==> config.mk <==
export PLATFORM = sky130hd
export DESIGN_NAME = memExecTop
export DESIGN_NICKNAME = d
export VERILOG_FILES = /design/src/hw/memExecPkg.sv /design/src/hw/csrFile.sv /design/src/hw/memExecTop.sv /design/src/hw/memoryExecutionStage.sv /design/src/hw/pipeStageRegister.sv
export SDC_FILE = /design/constraint.sdc
export NUM_CORES = 1
export LEC_CHECK = 0
export ABC_AREA = 1
export BUFFER_PORTS_ARGS = -buffer_cell sky130_fd_sc_hd__buf_2
export CAP_MARGIN = 20
export CORE_AREA = 2 2 248 250
export CTS_CLUSTER_DIAMETER = 120
export DETAILED_ROUTE_END_ITERATION = 6
export DIE_AREA = 0 0 250 252
export GPL_ROUTABILITY_DRIVEN = 1
export PLACE_DENSITY_LB_ADDON = 0.15
export RECOVER_POWER = 50
export SLEW_MARGIN = 5
export SYNTH_ARGS = -nofsm -noshare
export SYNTH_HDL_FRONTEND = slang
export SYNTH_SLANG_ARGS = --single-unit
==> constraint.sdc <==
create_clock -name clk -period 3.56 [get_ports clk]
set_input_delay 0.356 -clock clk [delete_from_list [all_inputs] [get_ports clk]]
set_output_delay 0.356 -clock clk [all_outputs]
set_load 0.02 [all_outputs]
==> src/hw/memExecPkg.sv <==
// Shared types for the memory execution stage and its testbench.
// Defines the op descriptor, the two pipeline payloads, the address region
// encoding and the selective flush range check.

`default_nettype none

package memExecPkg;

    typedef logic [31:0] dataPath;
    typedef logic [4:0]  activeListPtr;

    typedef enum logic [1:0] {
        OP_LOAD  = 2'd0,
        OP_STORE = 2'd1,
        OP_CSR   = 2'd2,
        OP_FENCE = 2'd3
    } memOpType;

    typedef enum logic [1:0] {
        CSR_WRITE = 2'd0,
        CSR_SET   = 2'd1,
        CSR_CLEAR = 2'd2
    } csrCode;

    // Decoded from the top nibble of the address
    typedef enum logic [1:0] {
        REGION_MEMORY    = 2'd0,
        REGION_IO        = 2'd1,
        REGION_UNDEFINED = 2'd2
    } memRegionType;

    typedef struct packed {
        memOpType    opType;
        logic [11:0] addrIn;        // Immediate, or CSR number for CSR ops
        logic        operandAIsReg;
        logic        operandBIsReg;
        logic        isFenceI;
        csrCode      csrCode;
        logic        csrUseImm;
        logic [4:0]  csrImm;
    } memOpInfo;

    // Data word with its ready bit
    typedef struct packed {
        dataPath data;
        logic    valid;
    } operandPath;

    typedef struct packed {
        memOpInfo     memOpInfo;
        activeListPtr activeListPtr;
        operandPath   operandA;
        operandPath   operandB;
        logic         bypassA;
        logic         bypassB;
    } memExecInput;

    typedef struct packed {
        memOpInfo     memOpInfo;
        activeListPtr activeListPtr;
        dataPath      addrOut;
        dataPath      dataIn;
        logic         regValid;
        memRegionType memRegion;
    } memExecOutput;

    // Circular range [head, tail) that is empty when head equals tail
    function automatic logic flushRangeContains(
        input activeListPtr ptr,
        input activeListPtr head,
        input activeListPtr tail
    );
        if (head <= tail) begin
            return (ptr >= head) && (ptr < tail);
        end
        return (ptr >= head) || (ptr < tail);
    endfunction

endpackage

`default_nettype wire

==> src/hw/csrFile.sv <==
// Small control/status register file for the memory pipe.
// Four 32-bit registers picked by the low bits of the CSR number.
// Reads are combinational; writes apply write, set-bits or clear-bits.

`default_nettype none

module csrFile (
    input  wire logic                clk,
    input  wire logic                arstN,
    input  wire logic                csrWriteEnable,
    input  wire logic [11:0]         csrNumber,
    input  wire memExecPkg::dataPath csrWriteData,
    input  wire memExecPkg::csrCode  csrCode,
    output memExecPkg::dataPath      csrReadData
);
    import memExecPkg::*;

    dataPath    csrRegs [4];
    dataPath    nextValue;
    logic [1:0] csrIndex;

    assign csrIndex    = csrNumber[1:0];
    assign csrReadData = csrRegs[csrIndex];

    // Read-modify-write value for the selected register
    always_comb begin
        case (csrCode)
            CSR_WRITE: nextValue = csrWriteData;
            CSR_SET:   nextValue = csrRegs[csrIndex] | csrWriteData;
            CSR_CLEAR: nextValue = csrRegs[csrIndex] & ~csrWriteData;
            default:   nextValue = csrRegs[csrIndex];
        endcase
    end

    always_ff @(posedge clk or negedge arstN) begin
        if (!arstN) begin
            for (int i = 0; i < 4; i++) begin
                csrRegs[i] <= '0;
            end
        end else if (csrWriteEnable) begin
            csrRegs[csrIndex] <= nextValue;
        end
    end

endmodule

`default_nettype wire

==> src/hw/memExecTop.sv <==
// Top level of the memory execution stage.
// Input register, combinational stage with its CSR file, and the
// tag-access register that is never stalled.

`default_nettype none

module memExecTop #(
    parameter int issueWidth = 2
) (
    input  wire logic                     clk,
    input  wire logic                     arstN,
    input  wire logic                     inValid    [issueWidth],
    input  wire memExecPkg::memExecInput  inOp       [issueWidth],
    input  wire memExecPkg::operandPath   bypassData [issueWidth],
    input  wire logic                     stall,
    input  wire logic                     clear,
    input  wire logic                     toRecoveryPhase,
    input  wire memExecPkg::activeListPtr flushHeadPtr,
    input  wire memExecPkg::activeListPtr flushTailPtr,
    input  wire logic                     cacheFlushComplete,
    output logic                          outValid   [issueWidth],
    output memExecPkg::memExecOutput      outOp      [issueWidth],
    output logic                          dcReadReq  [issueWidth],
    output memExecPkg::dataPath           dcReadAddr [issueWidth],
    output logic                          cacheFlushReq
);
    import memExecPkg::*;

    logic         pipeValid [issueWidth];
    memExecInput  pipeOp    [issueWidth];
    logic         nextValid [issueWidth];
    memExecOutput nextOp    [issueWidth];

    logic         csrWriteEnable;
    logic [11:0]  csrNumber;
    dataPath      csrWriteData;
    dataPath      csrReadData;
    csrCode       csrOpCode;

    pipeStageRegister #(
        .payloadType (memExecInput),
        .width       (issueWidth)
    ) i_inReg (
        .clk        (clk),
        .arstN      (arstN),
        .hold       (stall),
        .clear      (clear),
        .validIn    (inValid),
        .payloadIn  (inOp),
        .validOut   (pipeValid),
        .payloadOut (pipeOp)
    );

    memoryExecutionStage #(
        .issueWidth (issueWidth)
    ) i_stage (
        .pipeValid          (pipeValid),
        .pipeOp             (pipeOp),
        .bypassData         (bypassData),
        .stall              (stall),
        .clear              (clear),
        .toRecoveryPhase    (toRecoveryPhase),
        .flushHeadPtr       (flushHeadPtr),
        .flushTailPtr       (flushTailPtr),
        .cacheFlushComplete (cacheFlushComplete),
        .csrReadData        (csrReadData),
        .csrWriteEnable     (csrWriteEnable),
        .csrNumber          (csrNumber),
        .csrWriteData       (csrWriteData),
        .csrCode            (csrOpCode),
        .dcReadReq          (dcReadReq),
        .dcReadAddr         (dcReadAddr),
        .cacheFlushReq      (cacheFlushReq),
        .nextValid          (nextValid),
        .nextOp             (nextOp)
    );

    csrFile i_csrFile (
        .clk            (clk),
        .arstN          (arstN),
        .csrWriteEnable (csrWriteEnable),
        .csrNumber      (csrNumber),
        .csrWriteData   (csrWriteData),
        .csrCode        (csrOpCode),
        .csrReadData    (csrReadData)
    );

    // Output side loads every cycle and takes its bubbles from the stage
    pipeStageRegister #(
        .payloadType (memExecOutput),
        .width       (issueWidth)
    ) i_outReg (
        .clk        (clk),
        .arstN      (arstN),
        .hold       (1'b0),
        .clear      (1'b0),
        .validIn    (nextValid),
        .payloadIn  (nextOp),
        .validOut   (outValid),
        .payloadOut (outOp)
    );

endmodule

`default_nettype wire

==> src/hw/memoryExecutionStage.sv <==
// Combinational part of the memory execution stage.
// Picks bypassed operands, forms the address, decodes its region and decides
// replay and flush per lane. Lane 0 also drives the CSR file and FENCE.I.

`default_nettype none

module memoryExecutionStage #(
    parameter int issueWidth = 2
) (
    input  wire logic                     pipeValid  [issueWidth],
    input  wire memExecPkg::memExecInput  pipeOp     [issueWidth],
    input  wire memExecPkg::operandPath   bypassData [issueWidth],
    input  wire logic                     stall,
    input  wire logic                     clear,
    input  wire logic                     toRecoveryPhase,
    input  wire memExecPkg::activeListPtr flushHeadPtr,
    input  wire memExecPkg::activeListPtr flushTailPtr,
    input  wire logic                     cacheFlushComplete,
    input  wire memExecPkg::dataPath      csrReadData,
    output logic                          csrWriteEnable,
    output logic [11:0]                   csrNumber,
    output memExecPkg::dataPath           csrWriteData,
    output memExecPkg::csrCode            csrCode,
    output logic                          dcReadReq  [issueWidth],
    output memExecPkg::dataPath           dcReadAddr [issueWidth],
    output logic                          cacheFlushReq,
    output logic                          nextValid  [issueWidth],
    output memExecPkg::memExecOutput      nextOp     [issueWidth]
);
    import memExecPkg::*;

    memOpInfo     opInfo    [issueWidth];
    operandPath   fuOpA     [issueWidth];
    operandPath   fuOpB     [issueWidth];
    dataPath      addrOut   [issueWidth];
    memRegionType memRegion [issueWidth];
    logic         regValid  [issueWidth];
    logic         flush     [issueWidth];
    logic         isCsr;

    always_comb begin
        for (int i = 0; i < issueWidth; i++) begin
            opInfo[i] = pipeOp[i].memOpInfo;
            flush[i]  = toRecoveryPhase &&
                flushRangeContains(pipeOp[i].activeListPtr, flushHeadPtr, flushTailPtr);

            // Bypass network wins when flagged
            fuOpA[i] = pipeOp[i].bypassA ? bypassData[i] : pipeOp[i].operandA;
            fuOpB[i] = pipeOp[i].bypassB ? bypassData[i] : pipeOp[i].operandB;

            addrOut[i] = fuOpA[i].data +
                {{20{opInfo[i].addrIn[11]}}, opInfo[i].addrIn};

            case (addrOut[i][31:28])
                4'h8:    memRegion[i] = REGION_MEMORY;
                4'h4:    memRegion[i] = REGION_IO;
                default: memRegion[i] = REGION_UNDEFINED;
            endcase

            // Not-ready register operand means the op is replayed later
            regValid[i] = (!opInfo[i].operandAIsReg || fuOpA[i].valid) &&
                          (!opInfo[i].operandBIsReg || fuOpB[i].valid);
        end

        // FENCE.I lives in lane 0 and waits for the cache flush to finish
        cacheFlushReq = 1'b0;
        if (pipeValid[0] && opInfo[0].opType == OP_FENCE && opInfo[0].isFenceI) begin
            cacheFlushReq = 1'b1;
            if (!cacheFlushComplete) begin
                regValid[0] = 1'b0;
            end
        end

        for (int i = 0; i < issueWidth; i++) begin
            dcReadReq[i] = !stall && !clear && pipeValid[i] && regValid[i] &&
                           !flush[i] && opInfo[i].opType == OP_LOAD;
            dcReadAddr[i] = addrOut[i];
        end
    end

    // CSR access from lane 0 only
    always_comb begin
        isCsr          = opInfo[0].opType == OP_CSR;
        csrWriteEnable = pipeValid[0] && isCsr && regValid[0] && !flush[0] &&
                         !stall && !clear;
        csrNumber      = opInfo[0].addrIn;
        csrWriteData   = opInfo[0].csrUseImm ? {27'b0, opInfo[0].csrImm} : fuOpA[0].data;
        csrCode        = opInfo[0].csrCode;
    end

    // Payload for the tag-access register
    always_comb begin
        for (int i = 0; i < issueWidth; i++) begin
            nextValid[i] = (stall || clear || flush[i]) ? 1'b0 : pipeValid[i];

            nextOp[i].memOpInfo     = opInfo[i];
            nextOp[i].activeListPtr = pipeOp[i].activeListPtr;
            nextOp[i].addrOut       = addrOut[i];
            nextOp[i].dataIn        = fuOpB[i].data;
            nextOp[i].regValid      = regValid[i];
            nextOp[i].memRegion     = memRegion[i];
        end

        // A CSR op returns the value held before its write
        if (isCsr) begin
            nextOp[0].dataIn = csrReadData;
        end
    end

endmodule

`default_nettype wire

==> src/hw/pipeStageRegister.sv <==
// Per-lane pipeline register shared by both stage boundaries.
// The payload type is a parameter; valid bits reset, the payload does not.
// Hold freezes the contents, clear empties the valid bits on a load.

`default_nettype none

module pipeStageRegister #(
    parameter type payloadType = logic,
    parameter int  width       = 1
) (
    input  wire logic       clk,
    input  wire logic       arstN,
    input  wire logic       hold,
    input  wire logic       clear,
    input  wire logic       validIn    [width],
    input  wire payloadType payloadIn  [width],
    output logic            validOut   [width],
    output payloadType      payloadOut [width]
);

    always_ff @(posedge clk or negedge arstN) begin
        if (!arstN) begin
            for (int i = 0; i < width; i++) begin
                validOut[i] <= 1'b0;
            end
        end else if (!hold) begin
            for (int i = 0; i < width; i++) begin
                validOut[i] <= clear ? 1'b0 : validIn[i];
            end
        end
    end

    // Payload loads together with the valid bits
    always_ff @(posedge clk) begin
        if (!hold) begin
            for (int i = 0; i < width; i++) begin
                payloadOut[i] <= payloadIn[i];
            end
        end
    end

endmodule

`default_nettype wire

## Word-level counts from Yosys, hierarchy flattened

Index checks and enable logic that the tools add are counted.

- Add/subtract/negate cells: 2
- $lt $le $gt $ge: 7
- Equality and inequality tests: 8
- Mux-type cells: 27
- Bitwise operators: 4
- Reduce and logical (&&, ||, !) cells: 43

Operators by type and width:

| operator | count |
|---|---|
| 32-bit two-way mux | 5 |
| 33-bit two-way mux | 4 |
| 128-bit bitwise mux | 1 |
| 32-bit one-hot mux with 3 select lines | 1 |
| 32-bit adder | 2 |
| 32-bit binary-select mux with 2-bit select | 1 |
| 32-bit demux with 2-bit select | 1 |
| 32-bit AND | 1 |
| 32-bit NOT | 1 |
| 32-bit bitwise OR | 1 |
| 1-bit logical AND | 23 |
| 1-bit two-way mux | 12 |
| 5-bit >= comparator | 2 |
| 5-bit < comparator | 2 |
| 1-bit logical OR | 9 |
| 4-bit by 3-bit == test with 1-bit output (second input constant) | 2 |
| 4-bit == test (second input constant) | 2 |
| 1-bit logical NOT | 8 |
| 2-bit one-hot mux with 2 select lines | 2 |
| 2-bit == test (second input constant) | 3 |
| 2-bit logical NOT | 3 |
| 5-bit <= comparator | 1 |
| 3-bit >= comparator (second input constant) | 1 |
| 3-bit by 1-bit < comparator with 1-bit output (second input constant) | 1 |
| other kinds (2) | 2 |

- Register bits: 522
- Input port bits: 280
- Logic and storage cells: 155

## Logic depth before layout (Yosys ltp)

- Word-level depth: 9
- Depth in mapped cells: 20
- Mapped depth without buffers: 18

## Hierarchy

Synthesis repeated with hierarchy kept, for this count alone.

- Cell total of the unflattened synthesis: 2970
- Area total of the unflattened synthesis: 26457.9 um^2

Modules (own cells, without submodules):

| module | times used | cells each | area an instance (um^2) |
|---|---|---|---|
| memoryExecutionStage | 1 | 1561 | 7991.4 |
| csrFile | 1 | 998 | 6586.3 |
| pipeStageRegister at i_inReg | 1 | 206 | 5968.2 |
| pipeStageRegister at i_outReg | 1 | 204 | 5908.2 |
| memExecTop | 1 | 1 | 3.8 |

## Worst setup path after synthesis

OpenSTA, ideal clock, no wires.

- Path type: input-to-reg
- Start point: in stall
- End point: reg i_inReg.validOut[1] (netlist name)
- Library setup time: 0.339 ns
- Arrival time: 4.551 ns
- Required time: 3.221 ns
- Setup slack: -1.330 ns
- Stages: 2
- Path buffers: 0
- Cells stage by stage: inv_1 > o21ai_0

RTL lines:

| item | RTL line | RTL |
|---|---|---|
| from (decl) | memExecTop.sv:15 | `input wire logic stall,` |
| to (signal, indexed assignment) | pipeStageRegister.sv:28 | `validOut[i] <= clear ? 1'b0 : validIn[i];` |
| to (decl) | pipeStageRegister.sv:17 | `output logic validOut [width],` |

No word-level cell between the ends.

==> flow_summary_export.csv <==
group,metric,value,unit
timing,worstMarginPinSlew,3560,ps
synth,yosysWarnings,0,
floorplan,die_w,250,um
floorplan,core,0.0601,sq mm
synth,synthFlopType,"edfxtp_1",
place,dp_hpwl,65700,um
power,peakVddDrop,0.000544,V
timing,hold_slack,14.2,ps
timing,setup_violations,4,
detailed_routing,ant_nets,0,
synth,synth_fp_nets,3100,
setup_path,critPathCaptureType,"primary output",
floorplan,die_y,252,um
grt,grt_pass1_vias,22000,
timing,fin_tns_setup,-144,ps
timing,fin_crit,3610,ps
synth,synth-edff-count,196,
setup_path,worstPathArrival,3260,ps
floorplan,pin_count,543,
detailed_routing,drt-pass1-iter-count,7,
synth,ys_async_sr_fraction,25.3,%
timing,finalHoldViolations,0,
finish,final_cells,4276,
setup_path,worstSetupPathType,"flip-flop to primary output",
synth,synth-seq-cells,522,
finish,area_growth,35.8,%
run,cap_violations,4,
grt,grt_remaining_overflow,0,
detailed_routing,drc,2,
place,place_inst,3926,
grt,grtUsageTotal,27.6,%
synth,yosysUniqueCellTypes,34,
timing,max_freq,0.277,GHz
setup_path,start_kind,"flip-flop",
synth,yosysSeqAreaShare,54.7,%
grt,grt_max_degree,133,
finish,drive_gt1_share,25.6,%
detailed_routing,drt_iter0_drc,1388,
power,leakage,15.8,nW
clock_network,clock_latency,620,ps
timing,timing.slew.headroom,-138,%
grt,antenna_found_initial,9,
outcome,status,"finished with violations",
clock_network,clockRootBuffer,"clkbuf_16",
detailed_routing,via_per_inst,5.10,
timing,timing.final.ws_setup,-53.2,ps
timing,final.period_utilization,101,%
clock_network,cts_sinks,522,
finish,fin_nets,3811,
clock_network,cts_tree,"built",
detailed_routing,routedWlPerCell,20.8,um
grt,grt_pass1_wl,132000,um
synth,avgSynthCellArea,8.74,sq um
synth,synth_area,0.0239,sq mm
clock_network,numCtsBuffers,57,
floorplan,start_util,39.7,%
power,powerDensity,561,mW/mm^2
synth,synth_cells,2733,
worst_hold_path,min_path_type,"input port to flip-flop",
setup_path,required,3200,ps
finish,postLayoutCoreUtil,53.9,%
detailed_routing,vias,21800,
outcome,violations,"DRC, capacitance limit, slew limit, setup timing",
timing,rsz0062_at_grt,"true",
detailed_routing,wirelength,88800,um
clock_network,cts-htree-levels,2,
finish,final_common_cell,"nand2_1",
place,gp_congestion,0.943,
setup_path,path_max_fanout,5,
timing,fin_skew,34.6,ps
floorplan,num_rows,90,
place,portBuffers,542,
clock_network,cts_buffer_depth,3,
clock_network,cts.reportedPaths.clkPinSlew,60,ps
floorplan,die-area,0.0630,sq mm
timing,maxSlewViolCount,307,
finish,layout_common_cells,"1,045 x nand2_1, 493 x buf_2, 224 x dlygate4sd3_1",
place,place_ws,317,ps
[per-stage QoR]
| stage | cell area, sq um | total power, mW |
|---|---|---|
| global route | 32400 | 18.9 |
| finish | 32400 | 18.2 |
| global placement | 27100 | 11.6 |
| detailed placement | 27100 | 11.7 |
| floorplan | 23900 | 10.2 |
| CTS | 31600 | 17.9 |
[area by class of cell]
cell class / count / area (sq um)
Fill cell: 5577 / 27700
Inverter: 176 / 664
Tap cell: 782 / 978
Clock inverter: 38 / 355
Timing Repair Buffer: 827 / 5600
Multi-Input combinational cell: 1860 / 10300
Sequential cell: 522 / 13100
Clock buffer: 69 / 1500
Antenna cell: 2 / 5.00
[timing repair]
item                                   in CTS  in global routing
hold buffers                              224                  0
pin swaps                                   9                 20
cloned                                      0                  1
gates resized for setup                    93                188
setup endpoints to repair                  44                 44
endpoints found under the hold margin     296                  0
buffers inserted                            3                 13
[cell usage after synthesis, drive strengths merged, types with 3 or more instances]
cell type | count | area share, %
nand2 | 1099 | 17
edfxtp | 196 | 25
dfxtp | 194 | 16
inv | 175 | 2.7
nand4 | 144 | 3.8
dfrtp | 132 | 14
nor2 | 126 | 2.0
buf | 122 | 3.2
ha | 85 | 4.5
a21oi | 82 | 1.7
o21ai | 82 | 1.7
nand3 | 56 | 1.2
clkbuf | 53 | 0.83
a22oi | 48 | 1.5
xor2 | 35 | 1.3
mux2i | 28 | 1.2
xnor2 | 17 | 0.62
nor3 | 14 | 0.34
o21bai | 12 | 0.38
a31oi | 8 | 0.21
a22o | 5 | 0.18
and2 | 4 | 0.10
a31o | 3 | 0.11
nor4 | 3 | 0.079
or2 | 3 | 0.079
[flip-flops by register name (all words and copies together) (netlist names)]
name	flops
i_outReg.validOut	2
i_inReg.payloadOut	196
i_outReg.payloadOut	194
i_csrFile.csrRegs	128
i_inReg.validOut	2
[power by group]
group	internal (mW)	total, mW	switching (mW)	leakage [nW]
combinational	1.77	5.17	3.40	9.50
sequential	6.90	7.13	0.233	5.39
clock	3.39	5.90	2.52	0.908
total	12.1	18.2	6.15	15.8
[worst paths after layout]
kind                                                    from                                 to  slack [ps]  depth (start not counted)
setup / recovery             i_inReg.payloadOut[1]$_DFFE_PN_                     dcReadAddr[25]         -50                         16
hold / removal                                bypassData[26]    i_outReg.payloadOut[28]$_DFF_P_          10                          3
setup reg to reg           i_inReg.payloadOut[168]$_DFFE_PN_  i_csrFile.csrRegs[71]$_DFFE_PN0P_         810                         11
hold reg to reg             i_inReg.payloadOut[79]$_DFFE_PN_    i_outReg.payloadOut[78]$_DFF_P_         340                          0
max in group asynchronous                              arstN  i_csrFile.csrRegs[65]$_DFFE_PN0P_        1430                          2
min in group asynchronous                              arstN  i_csrFile.csrRegs[26]$_DFFE_PN0P_         850                          2
[metal layers]
layer  part of all wire, %  global-route usage (%)
met5                 0.074                       0
met4                   2.7                    7.80
met3                   6.4                    4.69
met2                    49                    47.7
met1                    42                    35.6
[critical path, cell delays in order, from the launching register on]
cell and delay [ps]:
edfxtp_1 500, buf_6 190, buf_4 130, nand2_1 60
nand2_1 80, ha_4 230, or2_2 310, and2_4 170
nand2_1 70, nand2_2 70, nand3_1 90, nand2_2 120
nand4_1 150, nand2_1 80, nand2_1 80, nand2_2 110
buf_4 180
[logic make-up after synthesis]
group	after synthesis	share of synthesized area (%)
simple gates	1449	24.8
mux	28	1.17
fa+ha+maj	87	4.62
xor+xnor	52	1.91
buf+inv	351	6.83
compound gates	244	5.96
flops	522	54.7
Note: power is estimated with default switching activity, not from simulation.
